File: config.mk
export PLATFORM = sky130hd
export DESIGN_NAME = sfp_node_top
export DESIGN_NICKNAME = d
export VERILOG_FILES = /design/src/logic/sfp_frame_pkg.sv /design/src/logic/sfp_reg_pkg.sv /design/src/logic/sfp_frame_fifo.sv /design/src/logic/sfp_handler.sv /design/src/logic/sfp_host_regs.sv /design/src/logic/sfp_node_top.sv
export SDC_FILE = /design/constraint.sdc
export NUM_CORES = 2
export LEC_CHECK = 0
export BUFFER_PORTS_ARGS = -buffer_cell sky130_fd_sc_hd__buf_2
export CORE_UTILIZATION = 35
export DETAILED_ROUTE_END_ITERATION = 8
export PLACE_DENSITY_LB_ADDON = 0.3
export SYNTH_ARGS = -nofsm -noshare
export SYNTH_HDL_FRONTEND = slang
export SYNTH_SLANG_ARGS = --single-unit
File: constraint.sdc
create_clock -name i_clk -period 8.5 [get_ports i_clk]
set_input_delay 1.7 -clock i_clk [delete_from_list [all_inputs] [get_ports i_clk]]
set_output_delay 1.7 -clock i_clk [all_outputs]
set_load 0.005 [all_outputs]
File: src/logic/sfp_frame_pkg.sv
package sfp_frame_pkg;

	localparam int FRAME_W = 64;
	localparam int WORD_W = 32;
	localparam int ID_W = 2;
	localparam logic [ID_W-1:0] MASTER_ID = 2'd0;

	// header bits 61..36 of every telemetry frame.
	localparam int MARK_W = 26;
	localparam logic [MARK_W-1:0] TELEM_MARK = 26'h200_0000;

	localparam int TELEM_IDX_W = 4;
	localparam int TELEM_COUNT = 9;

	localparam logic [TELEM_IDX_W-1:0] IDX_STATUS = 4'd0;
	localparam logic [TELEM_IDX_W-1:0] IDX_INTL = 4'd1;
	localparam logic [TELEM_IDX_W-1:0] IDX_CURR = 4'd2;
	localparam logic [TELEM_IDX_W-1:0] IDX_VOLT = 4'd3;
	localparam logic [TELEM_IDX_W-1:0] IDX_DC_CURR = 4'd4;
	localparam logic [TELEM_IDX_W-1:0] IDX_DC_VOLT = 4'd5;
	localparam logic [TELEM_IDX_W-1:0] IDX_PHASE_R = 4'd6;
	localparam logic [TELEM_IDX_W-1:0] IDX_PHASE_S = 4'd7;
	localparam logic [TELEM_IDX_W-1:0] IDX_PHASE_T = 4'd8;

	// field positions inside a telemetry frame.
	localparam int ID_MSB = 63;
	localparam int ID_LSB = 62;
	localparam int MARK_MSB = 61;
	localparam int MARK_LSB = 36;
	localparam int IDX_MSB = 35;
	localparam int IDX_LSB = 32;

endpackage

File: src/logic/sfp_reg_pkg.sv
package sfp_reg_pkg;

	localparam int ADDR_W = 8;

	localparam logic [ADDR_W-1:0] REG_CTRL = 8'h00;
	localparam logic [ADDR_W-1:0] REG_CMD = 8'h04;
	localparam logic [ADDR_W-1:0] REG_DATA = 8'h08;
	localparam logic [ADDR_W-1:0] REG_RSP_HI = 8'h0C;
	localparam logic [ADDR_W-1:0] REG_RSP_LO = 8'h10;
	localparam logic [ADDR_W-1:0] REG_RX_HI = 8'h14;
	localparam logic [ADDR_W-1:0] REG_RX_LO = 8'h18;
	localparam logic [ADDR_W-1:0] REG_SCMD = 8'h1C;
	localparam logic [ADDR_W-1:0] REG_SDATA = 8'h20;
	localparam logic [ADDR_W-1:0] REG_STATUS = 8'h24;

	// mirror of sender id n, index k sits at n * TELEM_BASE + k * 4.
	localparam logic [ADDR_W-1:0] TELEM_BASE = 8'h40;

	localparam int CTRL_EN = 0;
	localparam int CTRL_MGO = 1;
	localparam int CTRL_SGO = 2;

	localparam int ST_MASTER = 0;
	localparam int ST_PEND = 1;
	localparam int ST_CHUP = 2;

endpackage

File: src/logic/sfp_frame_fifo.sv
`timescale 1ns/1ps

module sfp_frame_fifo #(
	parameter int DEPTH = 16
) (
	input logic i_clk,
	input logic i_rst,
	input logic [sfp_frame_pkg::FRAME_W-1:0] i_push_data,
	input logic i_push_valid,
	output logic o_push_ready,
	output logic [sfp_frame_pkg::FRAME_W-1:0] o_pop_data,
	output logic o_pop_valid,
	input logic i_pop_ready,
	output logic [$clog2(DEPTH+1)-1:0] o_count
);

	localparam int PTR_W = (DEPTH > 1) ? $clog2(DEPTH) : 1;

	logic [sfp_frame_pkg::FRAME_W-1:0] mem [DEPTH];
	logic [PTR_W-1:0] wr_ptr;
	logic [PTR_W-1:0] rd_ptr;
	logic push_fire;
	logic pop_fire;

	assign o_push_ready = (o_count != DEPTH);
	assign o_pop_valid = (o_count != 0);
	assign o_pop_data = mem[rd_ptr]; // head falls through.
	assign push_fire = i_push_valid && o_push_ready;
	assign pop_fire = o_pop_valid && i_pop_ready;

	always_ff @(posedge i_clk)
	begin
		if (push_fire)
			mem[wr_ptr] <= i_push_data;
	end

	always_ff @(posedge i_clk or negedge i_rst)
	begin
		if (!i_rst)
		begin
			wr_ptr <= '0;
			rd_ptr <= '0;
			o_count <= '0;
		end
		else
		begin
			if (push_fire)
				wr_ptr <= (wr_ptr == PTR_W'(DEPTH - 1)) ? '0 : wr_ptr + 1'b1;
			if (pop_fire)
				rd_ptr <= (rd_ptr == PTR_W'(DEPTH - 1)) ? '0 : rd_ptr + 1'b1;
			if (push_fire && !pop_fire)
				o_count <= o_count + 1'b1;
			else if (pop_fire && !push_fire)
				o_count <= o_count - 1'b1;
		end
	end

	a_count_bound: assert property (@(posedge i_clk) disable iff (!i_rst)
		o_count <= DEPTH);

endmodule

File: src/logic/sfp_handler.sv
`timescale 1ns/1ps

module sfp_handler #(
	parameter int TELEM_PERIOD = 4000,
	parameter int FIFO_DEPTH = 16
) (
	input logic i_clk,
	input logic i_rst,
	input logic i_en,
	input logic [sfp_frame_pkg::ID_W-1:0] i_node_id,
	input logic i_channel_up,
	input logic i_m_flag,
	input logic [sfp_frame_pkg::WORD_W-1:0] i_m_cmd,
	input logic [sfp_frame_pkg::WORD_W-1:0] i_m_data,
	input logic i_s_flag,
	input logic [sfp_frame_pkg::FRAME_W-1:0] i_s_rsp,
	input logic [sfp_frame_pkg::WORD_W-1:0] i_status,
	input logic [sfp_frame_pkg::WORD_W-1:0] i_intl,
	input logic [sfp_frame_pkg::WORD_W-1:0] i_curr,
	input logic [sfp_frame_pkg::WORD_W-1:0] i_volt,
	input logic [sfp_frame_pkg::WORD_W-1:0] i_dc_curr,
	input logic [sfp_frame_pkg::WORD_W-1:0] i_dc_volt,
	input logic [sfp_frame_pkg::WORD_W-1:0] i_phase_r,
	input logic [sfp_frame_pkg::WORD_W-1:0] i_phase_s,
	input logic [sfp_frame_pkg::WORD_W-1:0] i_phase_t,
	output logic [sfp_frame_pkg::FRAME_W-1:0] o_tx_data,
	output logic o_tx_valid,
	input logic i_tx_ready,
	input logic [sfp_frame_pkg::FRAME_W-1:0] i_rx_data,
	input logic i_rx_valid,
	output logic o_rx_ready,
	output logic [sfp_frame_pkg::FRAME_W-1:0] o_peer_data,
	output logic o_peer_valid,
	input logic i_peer_ready,
	output logic [sfp_frame_pkg::FRAME_W-1:0] o_local_data,
	output logic o_local_valid,
	input logic i_local_ready,
	input logic [sfp_frame_pkg::FRAME_W-1:0] i_peer_pop_data,
	input logic i_peer_pop_valid,
	output logic o_peer_pop_ready,
	input logic [$clog2(FIFO_DEPTH+1)-1:0] i_peer_count,
	input logic [sfp_frame_pkg::FRAME_W-1:0] i_local_pop_data,
	input logic i_local_pop_valid,
	output logic o_local_pop_ready,
	input logic [$clog2(FIFO_DEPTH+1)-1:0] i_local_count,
	output logic o_master,
	output logic o_mrx_stb,
	output logic [sfp_frame_pkg::FRAME_W-1:0] o_mrx_data,
	output logic o_telem_stb,
	output logic [sfp_frame_pkg::ID_W-1:0] o_telem_id,
	output logic [sfp_frame_pkg::TELEM_IDX_W-1:0] o_telem_idx,
	output logic [sfp_frame_pkg::WORD_W-1:0] o_telem_val,
	output logic o_scmd_stb,
	output logic [sfp_frame_pkg::WORD_W-1:0] o_scmd,
	output logic [sfp_frame_pkg::WORD_W-1:0] o_sdata
);

	localparam logic [1:0] IDLE = 2'd0;
	localparam logic [1:0] RUN = 2'd1;
	localparam logic [1:0] DONE = 2'd2;

	localparam logic [1:0] S_IDLE = 2'd0;
	localparam logic [1:0] S_SEND_L = 2'd1;
	localparam logic [1:0] S_PEER = 2'd2;
	localparam logic [1:0] S_SEND_P = 2'd3;

	localparam int PCNT_W = $clog2(TELEM_PERIOD + 1);

	logic [1:0] m_state;
	logic [1:0] p_state;
	logic [1:0] s_state;
	logic [PCNT_W-1:0] t_cnt;
	logic [sfp_frame_pkg::TELEM_IDX_W-1:0] t_idx;
	logic [sfp_frame_pkg::TELEM_IDX_W-1:0] t_sel;
	logic [sfp_frame_pkg::WORD_W-1:0] meas [sfp_frame_pkg::TELEM_COUNT];
	logic slave;
	logic tx_fire;
	logic m_load;
	logic local_take;
	logic peer_take;
	logic p_load;
	logic peer_fire;
	logic t_start;
	logic t_last;
	logic t_load;
	logic local_fire;
	logic rx_fire;
	logic rx_telem;

	assign o_master = i_en && (i_node_id == sfp_frame_pkg::MASTER_ID);
	assign slave = i_en && (i_node_id != sfp_frame_pkg::MASTER_ID);

	assign meas[sfp_frame_pkg::IDX_STATUS] = i_status;
	assign meas[sfp_frame_pkg::IDX_INTL] = i_intl;
	assign meas[sfp_frame_pkg::IDX_CURR] = i_curr;
	assign meas[sfp_frame_pkg::IDX_VOLT] = i_volt;
	assign meas[sfp_frame_pkg::IDX_DC_CURR] = i_dc_curr;
	assign meas[sfp_frame_pkg::IDX_DC_VOLT] = i_dc_volt;
	assign meas[sfp_frame_pkg::IDX_PHASE_R] = i_phase_r;
	assign meas[sfp_frame_pkg::IDX_PHASE_S] = i_phase_s;
	assign meas[sfp_frame_pkg::IDX_PHASE_T] = i_phase_t;

	// link transmit, shared by master send and slave arbiter.
	assign tx_fire = o_tx_valid && i_tx_ready;
	assign m_load = (m_state == RUN) && !o_tx_valid;
	assign o_local_pop_ready = slave && (s_state == S_IDLE) && (i_local_count != 0);
	assign o_peer_pop_ready = slave && (i_peer_count != 0) &&
		((s_state == S_PEER) || ((s_state == S_IDLE) && (i_local_count == 0)));
	assign local_take = o_local_pop_ready && i_local_pop_valid;
	assign peer_take = o_peer_pop_ready && i_peer_pop_valid;

	always_ff @(posedge i_clk or negedge i_rst)
	begin
		if (!i_rst)
		begin
			m_state <= IDLE;
			s_state <= S_IDLE;
			o_tx_valid <= 1'b0;
		end
		else
		begin
			case (m_state)
				IDLE: m_state <= (o_master && i_m_flag) ? RUN : IDLE;
				RUN: m_state <= tx_fire ? DONE : RUN;
				DONE: m_state <= i_m_flag ? DONE : IDLE; // wait for the host to clear.
				default: m_state <= IDLE;
			endcase
			case (s_state)
				S_IDLE:
				begin
					if (local_take)
						s_state <= S_SEND_L;
					else if (peer_take)
						s_state <= S_SEND_P;
				end
				S_SEND_L: s_state <= tx_fire ? S_PEER : S_SEND_L;
				S_PEER: s_state <= peer_take ? S_SEND_P : S_IDLE;
				S_SEND_P: s_state <= tx_fire ? S_IDLE : S_SEND_P;
				default: s_state <= S_IDLE;
			endcase
			if (tx_fire)
				o_tx_valid <= 1'b0;
			else if (m_load || local_take || peer_take)
				o_tx_valid <= 1'b1;
		end
	end

	always_ff @(posedge i_clk)
	begin
		if (m_load)
			o_tx_data <= {i_m_cmd, i_m_data};
		else if (local_take)
			o_tx_data <= i_local_pop_data;
		else if (peer_take)
			o_tx_data <= i_peer_pop_data;
	end

	// slave response into the peer queue.
	assign peer_fire = o_peer_valid && i_peer_ready;
	assign p_load = (p_state == RUN) && !o_peer_valid;

	always_ff @(posedge i_clk or negedge i_rst)
	begin
		if (!i_rst)
		begin
			p_state <= IDLE;
			o_peer_valid <= 1'b0;
		end
		else
		begin
			case (p_state)
				IDLE: p_state <= (slave && i_s_flag) ? RUN : IDLE;
				RUN: p_state <= peer_fire ? DONE : RUN;
				DONE: p_state <= i_s_flag ? DONE : IDLE;
				default: p_state <= IDLE;
			endcase
			if (peer_fire)
				o_peer_valid <= 1'b0;
			else if (p_load)
				o_peer_valid <= 1'b1;
		end
	end

	always_ff @(posedge i_clk)
	begin
		if (p_load)
			o_peer_data <= i_s_rsp;
	end

	// telemetry sequencer, nine frames per period.
	assign local_fire = o_local_valid && i_local_ready;
	assign t_start = (t_cnt == PCNT_W'(TELEM_PERIOD - 1)) && slave && i_channel_up &&
		!o_local_valid; // a start during a running sequence is dropped.
	assign t_last = (t_idx == sfp_frame_pkg::IDX_PHASE_T);
	assign t_load = t_start || (local_fire && !t_last);
	assign t_sel = o_local_valid ? t_idx + 1'b1 : sfp_frame_pkg::IDX_STATUS;

	always_ff @(posedge i_clk or negedge i_rst)
	begin
		if (!i_rst)
		begin
			t_cnt <= '0;
			t_idx <= '0;
			o_local_valid <= 1'b0;
		end
		else
		begin
			t_cnt <= (t_cnt == PCNT_W'(TELEM_PERIOD - 1)) ? '0 : t_cnt + 1'b1;
			if (t_start)
			begin
				t_idx <= sfp_frame_pkg::IDX_STATUS;
				o_local_valid <= 1'b1;
			end
			else if (local_fire)
			begin
				if (t_last)
					o_local_valid <= 1'b0;
				else
					t_idx <= t_idx + 1'b1;
			end
		end
	end

	always_ff @(posedge i_clk)
	begin
		if (t_load)
			o_local_data <= {i_node_id, sfp_frame_pkg::TELEM_MARK, t_sel, meas[t_sel]};
	end

	// receive decode.
	assign o_rx_ready = 1'b1;
	assign rx_fire = i_rx_valid && o_rx_ready;
	assign rx_telem =
		(i_rx_data[sfp_frame_pkg::MARK_MSB:sfp_frame_pkg::MARK_LSB] ==
			sfp_frame_pkg::TELEM_MARK) &&
		(i_rx_data[sfp_frame_pkg::ID_MSB:sfp_frame_pkg::ID_LSB] !=
			sfp_frame_pkg::MASTER_ID) &&
		(i_rx_data[sfp_frame_pkg::IDX_MSB:sfp_frame_pkg::IDX_LSB] <=
			sfp_frame_pkg::IDX_PHASE_T);

	assign o_scmd_stb = rx_fire && slave; // pending flag set on the accept edge.
	assign o_scmd = i_rx_data[63:32];
	assign o_sdata = i_rx_data[31:0];

	always_ff @(posedge i_clk or negedge i_rst)
	begin
		if (!i_rst)
		begin
			o_telem_stb <= 1'b0;
			o_mrx_stb <= 1'b0;
		end
		else
		begin
			o_telem_stb <= rx_fire && o_master && rx_telem;
			o_mrx_stb <= rx_fire && o_master && !rx_telem;
		end
	end

	always_ff @(posedge i_clk)
	begin
		if (rx_fire)
		begin
			o_mrx_data <= i_rx_data;
			o_telem_id <= i_rx_data[sfp_frame_pkg::ID_MSB:sfp_frame_pkg::ID_LSB];
			o_telem_idx <= i_rx_data[sfp_frame_pkg::IDX_MSB:sfp_frame_pkg::IDX_LSB];
			o_telem_val <= i_rx_data[31:0];
		end
	end

	a_tx_hold: assert property (@(posedge i_clk) disable iff (!i_rst)
		o_tx_valid && !i_tx_ready |=> o_tx_valid && $stable(o_tx_data));

endmodule

File: src/logic/sfp_host_regs.sv
`timescale 1ns/1ps

module sfp_host_regs (
	input logic i_clk,
	input logic i_rst,
	input logic i_wb_cyc,
	input logic i_wb_stb,
	input logic i_wb_we,
	input logic [sfp_reg_pkg::ADDR_W-1:0] i_wb_adr,
	input logic [sfp_frame_pkg::WORD_W-1:0] i_wb_dat,
	output logic [sfp_frame_pkg::WORD_W-1:0] o_wb_dat,
	output logic o_wb_ack,
	input logic i_master,
	input logic i_channel_up,
	input logic i_mrx_stb,
	input logic [sfp_frame_pkg::FRAME_W-1:0] i_mrx_data,
	input logic i_telem_stb,
	input logic [sfp_frame_pkg::ID_W-1:0] i_telem_id,
	input logic [sfp_frame_pkg::TELEM_IDX_W-1:0] i_telem_idx,
	input logic [sfp_frame_pkg::WORD_W-1:0] i_telem_val,
	input logic i_scmd_stb,
	input logic [sfp_frame_pkg::WORD_W-1:0] i_scmd,
	input logic [sfp_frame_pkg::WORD_W-1:0] i_sdata,
	output logic o_en,
	output logic o_m_flag,
	output logic [sfp_frame_pkg::WORD_W-1:0] o_m_cmd,
	output logic [sfp_frame_pkg::WORD_W-1:0] o_m_data,
	output logic o_s_flag,
	output logic [sfp_frame_pkg::FRAME_W-1:0] o_s_rsp
);

	logic [2:0] ctrl;
	logic [sfp_frame_pkg::WORD_W-1:0] rsp_hi;
	logic [sfp_frame_pkg::WORD_W-1:0] rsp_lo;
	logic [sfp_frame_pkg::FRAME_W-1:0] rx_frame;
	logic [sfp_frame_pkg::WORD_W-1:0] scmd;
	logic [sfp_frame_pkg::WORD_W-1:0] sdata;
	logic pend;
	logic [sfp_frame_pkg::WORD_W-1:0] telem_mem [1:3][sfp_frame_pkg::TELEM_COUNT];
	logic [sfp_frame_pkg::WORD_W-1:0] rd_data;
	logic wb_wr;
	logic wb_rd;
	logic tel_hit;

	assign wb_wr = i_wb_cyc && i_wb_stb && i_wb_we && !o_wb_ack;
	assign wb_rd = i_wb_cyc && i_wb_stb && !i_wb_we && !o_wb_ack;
	assign tel_hit = (i_wb_adr >= sfp_reg_pkg::TELEM_BASE) && (i_wb_adr[1:0] == 2'b00) &&
		(i_wb_adr[5:2] <= sfp_frame_pkg::IDX_PHASE_T); // id lives in adr[7:6].

	assign o_en = ctrl[sfp_reg_pkg::CTRL_EN];
	assign o_m_flag = ctrl[sfp_reg_pkg::CTRL_MGO];
	assign o_s_flag = ctrl[sfp_reg_pkg::CTRL_SGO];
	assign o_s_rsp = {rsp_hi, rsp_lo};

	always_comb
	begin
		rd_data = '0;
		case (i_wb_adr)
			sfp_reg_pkg::REG_CTRL: rd_data[2:0] = ctrl;
			sfp_reg_pkg::REG_CMD: rd_data = o_m_cmd;
			sfp_reg_pkg::REG_DATA: rd_data = o_m_data;
			sfp_reg_pkg::REG_RSP_HI: rd_data = rsp_hi;
			sfp_reg_pkg::REG_RSP_LO: rd_data = rsp_lo;
			sfp_reg_pkg::REG_RX_HI: rd_data = rx_frame[63:32];
			sfp_reg_pkg::REG_RX_LO: rd_data = rx_frame[31:0];
			sfp_reg_pkg::REG_SCMD: rd_data = scmd;
			sfp_reg_pkg::REG_SDATA: rd_data = sdata;
			sfp_reg_pkg::REG_STATUS:
			begin
				rd_data[sfp_reg_pkg::ST_MASTER] = i_master;
				rd_data[sfp_reg_pkg::ST_PEND] = pend;
				rd_data[sfp_reg_pkg::ST_CHUP] = i_channel_up;
			end
			default:
			begin
				if (tel_hit)
					rd_data = telem_mem[i_wb_adr[7:6]][i_wb_adr[5:2]];
			end
		endcase
	end

	always_ff @(posedge i_clk or negedge i_rst)
	begin
		if (!i_rst)
		begin
			o_wb_ack <= 1'b0;
			o_wb_dat <= '0;
			ctrl <= '0;
			o_m_cmd <= '0;
			o_m_data <= '0;
			rsp_hi <= '0;
			rsp_lo <= '0;
			rx_frame <= '0;
			scmd <= '0;
			sdata <= '0;
			pend <= 1'b0;
			for (int id = 1; id <= 3; id++)
				for (int k = 0; k < sfp_frame_pkg::TELEM_COUNT; k++)
					telem_mem[id][k] <= '0;
		end
		else
		begin
			o_wb_ack <= i_wb_cyc && i_wb_stb && !o_wb_ack;
			if (wb_rd)
				o_wb_dat <= rd_data;
			if (wb_wr)
			begin
				case (i_wb_adr)
					sfp_reg_pkg::REG_CTRL: ctrl <= i_wb_dat[2:0];
					sfp_reg_pkg::REG_CMD: o_m_cmd <= i_wb_dat;
					sfp_reg_pkg::REG_DATA: o_m_data <= i_wb_dat;
					sfp_reg_pkg::REG_RSP_HI: rsp_hi <= i_wb_dat;
					sfp_reg_pkg::REG_RSP_LO: rsp_lo <= i_wb_dat;
					default: ;
				endcase
			end
			if (i_mrx_stb)
				rx_frame <= i_mrx_data;
			if (i_telem_stb)
				telem_mem[i_telem_id][i_telem_idx] <= i_telem_val;
			if (i_scmd_stb)
			begin
				scmd <= i_scmd;
				sdata <= i_sdata;
				pend <= 1'b1; // a new command wins over the clearing read.
			end
			else if (wb_rd && (i_wb_adr == sfp_reg_pkg::REG_SCMD))
				pend <= 1'b0;
		end
	end

	a_ack_pulse: assert property (@(posedge i_clk) disable iff (!i_rst)
		o_wb_ack |=> !o_wb_ack);

endmodule

File: src/logic/sfp_node_top.sv
`timescale 1ns/1ps

module sfp_node_top #(
	parameter int TELEM_PERIOD = 4000,
	parameter int FIFO_DEPTH = 16
) (
	input logic i_clk,
	input logic i_rst,
	input logic [sfp_frame_pkg::ID_W-1:0] i_node_id,
	input logic i_channel_up,
	input logic i_wb_cyc,
	input logic i_wb_stb,
	input logic i_wb_we,
	input logic [sfp_reg_pkg::ADDR_W-1:0] i_wb_adr,
	input logic [sfp_frame_pkg::WORD_W-1:0] i_wb_dat,
	output logic [sfp_frame_pkg::WORD_W-1:0] o_wb_dat,
	output logic o_wb_ack,
	output logic [sfp_frame_pkg::FRAME_W-1:0] o_tx_data,
	output logic o_tx_valid,
	input logic i_tx_ready,
	input logic [sfp_frame_pkg::FRAME_W-1:0] i_rx_data,
	input logic i_rx_valid,
	output logic o_rx_ready,
	input logic [sfp_frame_pkg::WORD_W-1:0] i_status,
	input logic [sfp_frame_pkg::WORD_W-1:0] i_intl,
	input logic [sfp_frame_pkg::WORD_W-1:0] i_curr,
	input logic [sfp_frame_pkg::WORD_W-1:0] i_volt,
	input logic [sfp_frame_pkg::WORD_W-1:0] i_dc_curr,
	input logic [sfp_frame_pkg::WORD_W-1:0] i_dc_volt,
	input logic [sfp_frame_pkg::WORD_W-1:0] i_phase_r,
	input logic [sfp_frame_pkg::WORD_W-1:0] i_phase_s,
	input logic [sfp_frame_pkg::WORD_W-1:0] i_phase_t
);

	localparam int CNT_W = $clog2(FIFO_DEPTH + 1);

	logic en;
	logic master;
	logic m_flag;
	logic s_flag;
	logic [sfp_frame_pkg::WORD_W-1:0] m_cmd;
	logic [sfp_frame_pkg::WORD_W-1:0] m_data;
	logic [sfp_frame_pkg::FRAME_W-1:0] s_rsp;
	logic mrx_stb;
	logic [sfp_frame_pkg::FRAME_W-1:0] mrx_data;
	logic telem_stb;
	logic [sfp_frame_pkg::ID_W-1:0] telem_id;
	logic [sfp_frame_pkg::TELEM_IDX_W-1:0] telem_idx;
	logic [sfp_frame_pkg::WORD_W-1:0] telem_val;
	logic scmd_stb;
	logic [sfp_frame_pkg::WORD_W-1:0] scmd;
	logic [sfp_frame_pkg::WORD_W-1:0] sdata;
	logic [sfp_frame_pkg::FRAME_W-1:0] peer_data;
	logic peer_valid;
	logic peer_ready;
	logic [sfp_frame_pkg::FRAME_W-1:0] local_data;
	logic local_valid;
	logic local_ready;
	logic [sfp_frame_pkg::FRAME_W-1:0] peer_pop_data;
	logic peer_pop_valid;
	logic peer_pop_ready;
	logic [CNT_W-1:0] peer_count;
	logic [sfp_frame_pkg::FRAME_W-1:0] local_pop_data;
	logic local_pop_valid;
	logic local_pop_ready;
	logic [CNT_W-1:0] local_count;

	sfp_host_regs u_regs (
		.i_clk(i_clk), .i_rst(i_rst),
		.i_wb_cyc(i_wb_cyc), .i_wb_stb(i_wb_stb), .i_wb_we(i_wb_we),
		.i_wb_adr(i_wb_adr), .i_wb_dat(i_wb_dat),
		.o_wb_dat(o_wb_dat), .o_wb_ack(o_wb_ack),
		.i_master(master), .i_channel_up(i_channel_up),
		.i_mrx_stb(mrx_stb), .i_mrx_data(mrx_data),
		.i_telem_stb(telem_stb), .i_telem_id(telem_id),
		.i_telem_idx(telem_idx), .i_telem_val(telem_val),
		.i_scmd_stb(scmd_stb), .i_scmd(scmd), .i_sdata(sdata),
		.o_en(en), .o_m_flag(m_flag), .o_m_cmd(m_cmd), .o_m_data(m_data),
		.o_s_flag(s_flag), .o_s_rsp(s_rsp)
	);

	sfp_handler #(
		.TELEM_PERIOD(TELEM_PERIOD),
		.FIFO_DEPTH(FIFO_DEPTH)
	) u_handler (
		.i_clk(i_clk), .i_rst(i_rst), .i_en(en),
		.i_node_id(i_node_id), .i_channel_up(i_channel_up),
		.i_m_flag(m_flag), .i_m_cmd(m_cmd), .i_m_data(m_data),
		.i_s_flag(s_flag), .i_s_rsp(s_rsp),
		.i_status(i_status), .i_intl(i_intl), .i_curr(i_curr), .i_volt(i_volt),
		.i_dc_curr(i_dc_curr), .i_dc_volt(i_dc_volt),
		.i_phase_r(i_phase_r), .i_phase_s(i_phase_s), .i_phase_t(i_phase_t),
		.o_tx_data(o_tx_data), .o_tx_valid(o_tx_valid), .i_tx_ready(i_tx_ready),
		.i_rx_data(i_rx_data), .i_rx_valid(i_rx_valid), .o_rx_ready(o_rx_ready),
		.o_peer_data(peer_data), .o_peer_valid(peer_valid), .i_peer_ready(peer_ready),
		.o_local_data(local_data), .o_local_valid(local_valid),
		.i_local_ready(local_ready),
		.i_peer_pop_data(peer_pop_data), .i_peer_pop_valid(peer_pop_valid),
		.o_peer_pop_ready(peer_pop_ready), .i_peer_count(peer_count),
		.i_local_pop_data(local_pop_data), .i_local_pop_valid(local_pop_valid),
		.o_local_pop_ready(local_pop_ready), .i_local_count(local_count),
		.o_master(master), .o_mrx_stb(mrx_stb), .o_mrx_data(mrx_data),
		.o_telem_stb(telem_stb), .o_telem_id(telem_id),
		.o_telem_idx(telem_idx), .o_telem_val(telem_val),
		.o_scmd_stb(scmd_stb), .o_scmd(scmd), .o_sdata(sdata)
	);

	// responses.
	sfp_frame_fifo #(.DEPTH(FIFO_DEPTH)) u_peer_fifo (
		.i_clk(i_clk), .i_rst(i_rst),
		.i_push_data(peer_data), .i_push_valid(peer_valid), .o_push_ready(peer_ready),
		.o_pop_data(peer_pop_data), .o_pop_valid(peer_pop_valid),
		.i_pop_ready(peer_pop_ready), .o_count(peer_count)
	);

	// telemetry.
	sfp_frame_fifo #(.DEPTH(FIFO_DEPTH)) u_local_fifo (
		.i_clk(i_clk), .i_rst(i_rst),
		.i_push_data(local_data), .i_push_valid(local_valid), .o_push_ready(local_ready),
		.o_pop_data(local_pop_data), .o_pop_valid(local_pop_valid),
		.i_pop_ready(local_pop_ready), .o_count(local_count)
	);

endmodule

# Word level (Yosys, flattened, before mapping)
# Memories as Yosys holds them, arrays and structs flattened.
# Cells that the tools add are included.
[classes]
order_cmp = 10
n_addsub = 10
eq_ne = 27
bitwise_logic = 5
muxes = 59
reduce_logical = 83
[op_table]
columns = ["cell", "count"]
rows = [
  ["bitwise mux 864 bit", 1],
  ["two-way mux 288 bit", 3],
  ["binary-select mux 288 bit (select 2 bit)", 1],
  ["demux 288 bit (select 2 bit)", 1],
  ["case mux 29 bit (9 select lines)", 1],
  ["binary-select mux 32 bit (select 4 bit)", 2],
  ["two-way mux 32 bit", 6],
  ["two-way mux 64 bit", 3],
  ["demux 32 bit (select 4 bit)", 1],
  ["logical AND 1 bit", 41],
  ["equality test 8 x 5 -> 1 bit (second input constant)", 4],
  ["two-way mux 4 bit", 8],
  ["case mux 3 bit (10 select lines)", 1],
  ["equality test 26 bit (second input constant)", 1],
  ["adder 4 x 1 -> 4 bit (second input constant)", 5],
  ["equality test 4 bit (second input constant)", 5],
  ["two-way mux 5 bit", 4],
  ["nonzero test 2 bit", 9],
  ["equality test 8 x 4 -> 1 bit (second input constant)", 2],
  ["equality test 8 x 6 -> 1 bit (second input constant)", 2],
  ["two-way mux 2 bit", 8],
  ["greater-or-equal comparator 5 bit (second input constant)", 3],
  ["two-way mux 1 bit", 15],
  ["inverter 4 -> 5 bit", 3],
  ["28 further kinds", 64],
]
[word_totals]
inputBits = 402
output_inout_bits = 99
memories = 2
elab_cells = 257
ff_bits = 1478
ramBits = 1632
[mem_list]
columns = ["name", "depth", "width", "read_ports", "rd_clocked_by_memory_dff", "wr", "line", "rtl"]
rows = [
  ["u_peer_fifo.mem", 16, 64, 1, 0, 1, "sfp_frame_fifo.sv:19", "logic [sfp_frame_pkg::FRAME_W-1:0] mem [DEPTH];"],
  ["u_local_fifo.mem", 16, 38, 1, 0, 1, "sfp_frame_fifo.sv:19", ""],
]

# Logic depth before layout (Yosys ltp)
[depth]
depth_word = 9
ltp_mapped = 13
depth_no_buf = 12

# Hierarchy
# A second synthesis with hierarchy kept.
[unflattened]
cells_unflattened = 8444
hier_area_um2 = 145950.0
[modules_own_cells]
columns = ["module", "n_inst", "seq_area_each_um2", "area_per_inst_um2", "cells_each"]
rows = [
  ["sfp_frame_fifo", 2, 31074.8, 39791.9, 1800],
  ["sfp_host_regs", 1, 28952.8, 52243.9, 3580],
  ["sfp_handler", 1, 7582.3, 14122.3, 1264],
]

# Least setup slack after synthesis
# No wires, ideal clock.
[synth_timing]
kind = "register -> register"
startpoint = "register u_peer_fifo.o_count[0]"
endpoint = "memory u_peer_fifo.mem[7][0] in the netlist's numbering, enable pin"
setup_time_ps = 578
synth_period_minus_slack_ps = 6158
path_stages_with_launch = 7
t_arrival_ps = 5580
path_slack_ps = 2342
required_time_ps = 7922
n_path_buf = 0
cell_sequence = "dfrtp_1 nor4_1 nand2_1 nand2_1 inv_1 nand2_1 nor3b_1"
[synth_between]
elab_chain_len = 4
[synth_lines]
columns = ["element", "line", "rtl"]
rows = [
  ["from (decl)", "sfp_frame_fifo.sv:14", "output logic [$clog2(DEPTH+1)-1:0] o_count"],
  ["from (signal assigned)", "sfp_frame_fifo.sv:52", "o_count <= o_count + 1'b1;"],
  ["from (signal assigned)", "sfp_frame_fifo.sv:54", "o_count <= o_count - 1'b1;"],
  ["inequality test 5 bit", "sfp_frame_fifo.sv:25", "assign o_push_ready = (o_count != DEPTH);"],
  ["logical AND 1 bit", "sfp_frame_fifo.sv:28", "assign push_fire = i_push_valid && o_push_ready;"],
  ["two-way mux 1 bit", "sfp_frame_fifo.sv:33", "if (push_fire)"],
  ["two-way mux 1 bit (not written as such)", "sfp_frame_fifo.sv:34", "mem[wr_ptr] <= i_push_data;"],
  ["to (decl)", "sfp_frame_fifo.sv:19", ""],
]
# No other way between the ends.

# Worst setup path after layout
[layout_timing]
startpoint = "input i_wb_adr[2] in the netlist's numbering"
endpoint = "register u_regs.o_wb_dat[29] in the netlist's numbering"
[layout_between]
elab_chain_len = 6
word_cells_on_any_way = 21
classes_between = "order compare: 2; eq/ne: 9; mux: 5; bitwise: 1; reduce/logical: 4"
[layout_lines]
columns = ["element", "line", "rtl"]
rows = [
  ["from (decl)", "sfp_node_top.sv:14", "input logic [sfp_reg_pkg::ADDR_W-1:0] i_wb_adr,"],
  ["inverter 4 -> 5 bit (not written as such)", "sfp_host_regs.sv:77", "rd_data = telem_mem[i_wb_adr[7:6]][i_wb_adr[5:2]];"],
  ["binary-select mux 32 bit (select 4 bit)", "sfp_host_regs.sv:77", ""],
  ["two-way mux 32 bit (not written as such) (2 in a row)", "sfp_host_regs.sv:77", ""],
  ["two-way mux 32 bit", "sfp_host_regs.sv:76", "if (tel_hit)"],
  ["case mux 29 bit (9 select lines) (*)", "sfp_host_regs.sv:58", "case (i_wb_adr)"],
  ["to (signal assigned)", "sfp_host_regs.sv:105", "o_wb_dat <= rd_data;"],
  ["to (decl)", "sfp_host_regs.sv:11", "output logic [sfp_frame_pkg::WORD_W-1:0] o_wb_dat,"],
]
# Mark *: on every way between the ends. The rest lies on a longest branch, timed or not. The select of a mux whose other input is x is not followed.
# A chain may end at the register's enable or synchronous reset.

==> metrics.md <==
| Metric | Value |
|---|---|
| Synth area leader | edfxtp_1 |
| Crit path buffers/inverters | 3 |
| Clock power share | 0.440 |
| Synthesis-to-finish area growth | 14.4% |
| Hold crit path type | flip-flop to flip-flop |
| Max-cap check violation count | 0 |
| GRT overflow | 0 |
| Final-report hold violation count | 0 |
| Die X-Extent | 605 um |
| Drt total wl | 425000 um |
| Vias/cell | 5.71 |
| Netlist cell types | 82 |
| Core Box Area | 362000 sq um |
| H-tree Lvls | 5 |
| Worst skew pair latency | 0.93 ns |
| CTS tree | built |
| Clock Pin Slew Worst Setup and Hold Paths | 0.06 ns |
| Worst Setup Path Type | input port to flip-flop |
| Setup crit start | i_wb_adr[2] |
| Register area share after synthesis | 0.676 |
| Die H | 605 um |
| Global-route wire length before repair | around 600000 um |
| Total track usage | 0.228 |
| Final instance area | 146000 sq um |
| Synth Cell Area | ~130000 sq um |
| Internal Power | 24.3 mW |
| Slowest CP cell | a211oi_4 |
| CTS sink count | between 3000 and 4000 |
| Yosys warns | 0 |
| Delay-heaviest family, CP | compound AO/OA/AOI/OAI gates |
| Final setup viols | 0 |
| Gate power share | 0.045 |
| Crit path time final | 4.42 ns |
| Antenna viol nets, final | 0 |
| Commonest non-fill, non-tap cell in the layout | edfxtp_1 |
| Fin Setup TNS | 0 ns |
| Die area | 366000 sq um |
| Wire per inst | ~33 um |
| Final Max Tran Viols | 0 |
| Net Sw Power | roughly 7 mW |
| Net Sw Frac | 0.225 |
| CP arrival | 5.21 ns |
| Pre-antenna DRT Iters | 6 |
| Number of synthesized register bits | 3072 |
| FF-to-FF Start | u_handler.t_idx[0] |
| Leak | 56.0 nW |
| Floorplan row count | roughly 220 |
| Status | completed |
| Synthesized area per cell | 17.6 sq um |
| DR vias | 73035 |
| Final net count | 8094 |
| RePlAce Congestion | 0.966 |
| Asr flop ratio synth | 0.394 |
| Layout fillers | 32595 |
| Most common flop cell mapped by yosys | edfxtp_1 |
| Worst relative slew slack | 0.125 |
| Setup crit end kind | flip-flop |
| Most frequent cells in the layout | 1862 x edfxtp_1, 1200 x dfrtp_1, 1053 x mux2_2, 586 x mux4_2, 494 x buf_2 |
| Crit path launch type | input port |
| IO Pins | 501 |
| Clock Path Buffers | 4 |
| Period utilization | 0.520 |
| Maximum fanout along the worst path | 46 |
| Skew final | 0.0614 ns |
| Post-Syn Instances | about 7300 |
| Pwr dens | roughly 220 nW/um^2 |
| Flop pwr share | 0.515 |
| Number of global-route vias before repair | 74189 |
| CTS Buf Count | about 320 |
| IO buf count | between 400 and 500 |
| Area contributors post-synth | edfxtp_1 44%, dfrtp_1 24%, mux4_2 10% |
| F_max | 226 MHz |
| Postcts setup bufs | 0 |
| Most used cell along the critical path | buf_4 |
| Post-Syn Nets | ~7700 |
| CTS root buf | clkbuf_16 |
| Unrepaired setup endpoints after global routing | false |
| Hold Path Origin | u_handler.p_state[1] |
| CP required | 9.29 ns |
| DR DRC count | 0 |
| Number of DRC markers in iteration 0 | ~8000 |
| Slew @ Worst Pin | 1.31 ns |
| Post-synth EDFFs | 1862 |
| Share of cells above drive strength 1 | 0.363 |
| Largest net degree at the start of global routing | 159 |
| Initial Util | 0.352 |
| Hpwl dp | 268000 um |
| PostCTS Resize Cnt | 0 |
| Antenna violations before repair | 76 |
| Peak supply drop | approximately 0.00015 V |
| Worst-path cell chain | clkbuf_8 > nor2_2 > buf_4 > nand2_2 > buf_4 > a211oi_4 > nand2_1 > o211ai_1 |
| Placed inst area | 135000 sq um |
| CTS Hold Bufs | 0 |
| CP peak stage delay | 0.91 ns |
| Yosys top cell area share | 0.439 |
[cells in the mapped netlist, types with 21 or more instances]
| master | instances |
|---|---|
| o21ai_1 | 22 |
| nor2_1 | 94 |
| mux2_2 | 1053 |
| a221oi_1 | 23 |
| buf_1 | 147 |
| buf_4 | 23 |
| nand2_1 | 436 |
| edfxtp_1 | 1862 |
| and2_1 | 71 |
| o21ai_0 | 38 |
| a22o_1 | 31 |
| clkbuf_1 | 242 |
| and3_1 | 22 |
| a31oi_1 | 49 |
| o2bb2ai_1 | 32 |
| nor3_1 | 56 |
| dfrtp_1 | 1210 |
| a21oi_1 | 91 |
| ha_1 | 21 |
| buf_2 | 129 |
| a22oi_1 | 142 |
| mux4_2 | 586 |
| mux2_1 | 194 |
| mux2i_1 | 174 |
| o211ai_1 | 47 |
| a311oi_1 | 35 |
| a211oi_1 | 69 |
| o22ai_1 | 37 |
| nand3_1 | 50 |
[routing by layer]
| metal | share of wire | track usage |
|---|---|---|
| met1 | 0.39 | 0.293 |
| met4 | 0.071 | 0.143 |
| met5 | 0.000087 | 0 |
| met3 | 0.067 | 0.0366 |
| met2 | 0.47 | 0.362 |
[power groups by stage]
stage               clock, mW  sequential [mW]  combinational, mW
CTS                      14.0             16.1               1.42
global route             14.6             16.1               1.50
global placement            0             16.4               1.40
finish                   13.8             16.1               1.40
detailed placement          0             16.4               1.41
floorplan                   0             16.2              0.853
[state kept, by name, summed over array words and instances, names as in the netlist, 38 cells and up]
| signal | cells |
|---|---|
| u_handler.o_peer_data | 64 |
| u_handler.o_tx_data | 64 |
| u_handler.o_local_data | 38 |
| u_regs.telem_mem | 864 |
| u_local_fifo.mem | 608 |
| u_regs.rx_frame | 64 |
| u_peer_fifo.mem | 1024 |
[logic make-up after synthesis]
kind of cell / synth area share
flip-flops: 0.676
multiplexers: 0.227
AND/OR/NAND/NOR: 0.0310
AO/OA/AOI/OAI: 0.0410
buffers and inverters: 0.0200
XOR/XNOR: 0.00172
adder cells (fa/ha/maj): 0.00238
other: 0.0000294
[cell type report]
class | count | area, sq um | share of cell area
Sequential cell | 3072 | 86200 | 0.592
Multi-Input combinational cell | 3601 | 39200 | 0.269
Clock buffer | 453 | 9030 | 0.0619
Tap cell | 4794 | 6000 | 0.0412
Timing Repair Buffer | 650 | 3860 | 0.0265
Clock inverter | 133 | 1190 | 0.00815
Antenna cell | 57 | 143 | 0.000979
Inverter | 23 | 87.6 | 0.000601
[final timing paths]
path                       slack, ns  cells after the start                          to
setup / recovery                4.08                      8         u_regs.o_wb_dat[29]
hold / removal                  0.45                      1        u_handler.p_state[0]
setup reg to reg                4.26                      9  u_handler.o_local_data[14]
hold reg to reg                 0.45                      1        u_handler.p_state[0]
max in group asynchronous       5.60                      3       u_regs.telem_mem[809]
min in group asynchronous       0.87                      1       u_regs.telem_mem[506]
[per-stage QoR]
stage               hold slack, ns  setup WS (ns)  utilization  cells  total power [mW]
floorplan                    0.416           2.34            -   7253              17.1
finish                       0.451           4.08        0.402  12783              31.4
global route                 0.472           4.15        0.402  12764              32.2
CTS                          0.447           4.30        0.402  12725              31.6
detailed placement           0.437           3.33        0.374  12139              17.8
global placement             0.428           3.06        0.374  12138              17.8
No activity file was read; power rests on OpenSTA's default activity.
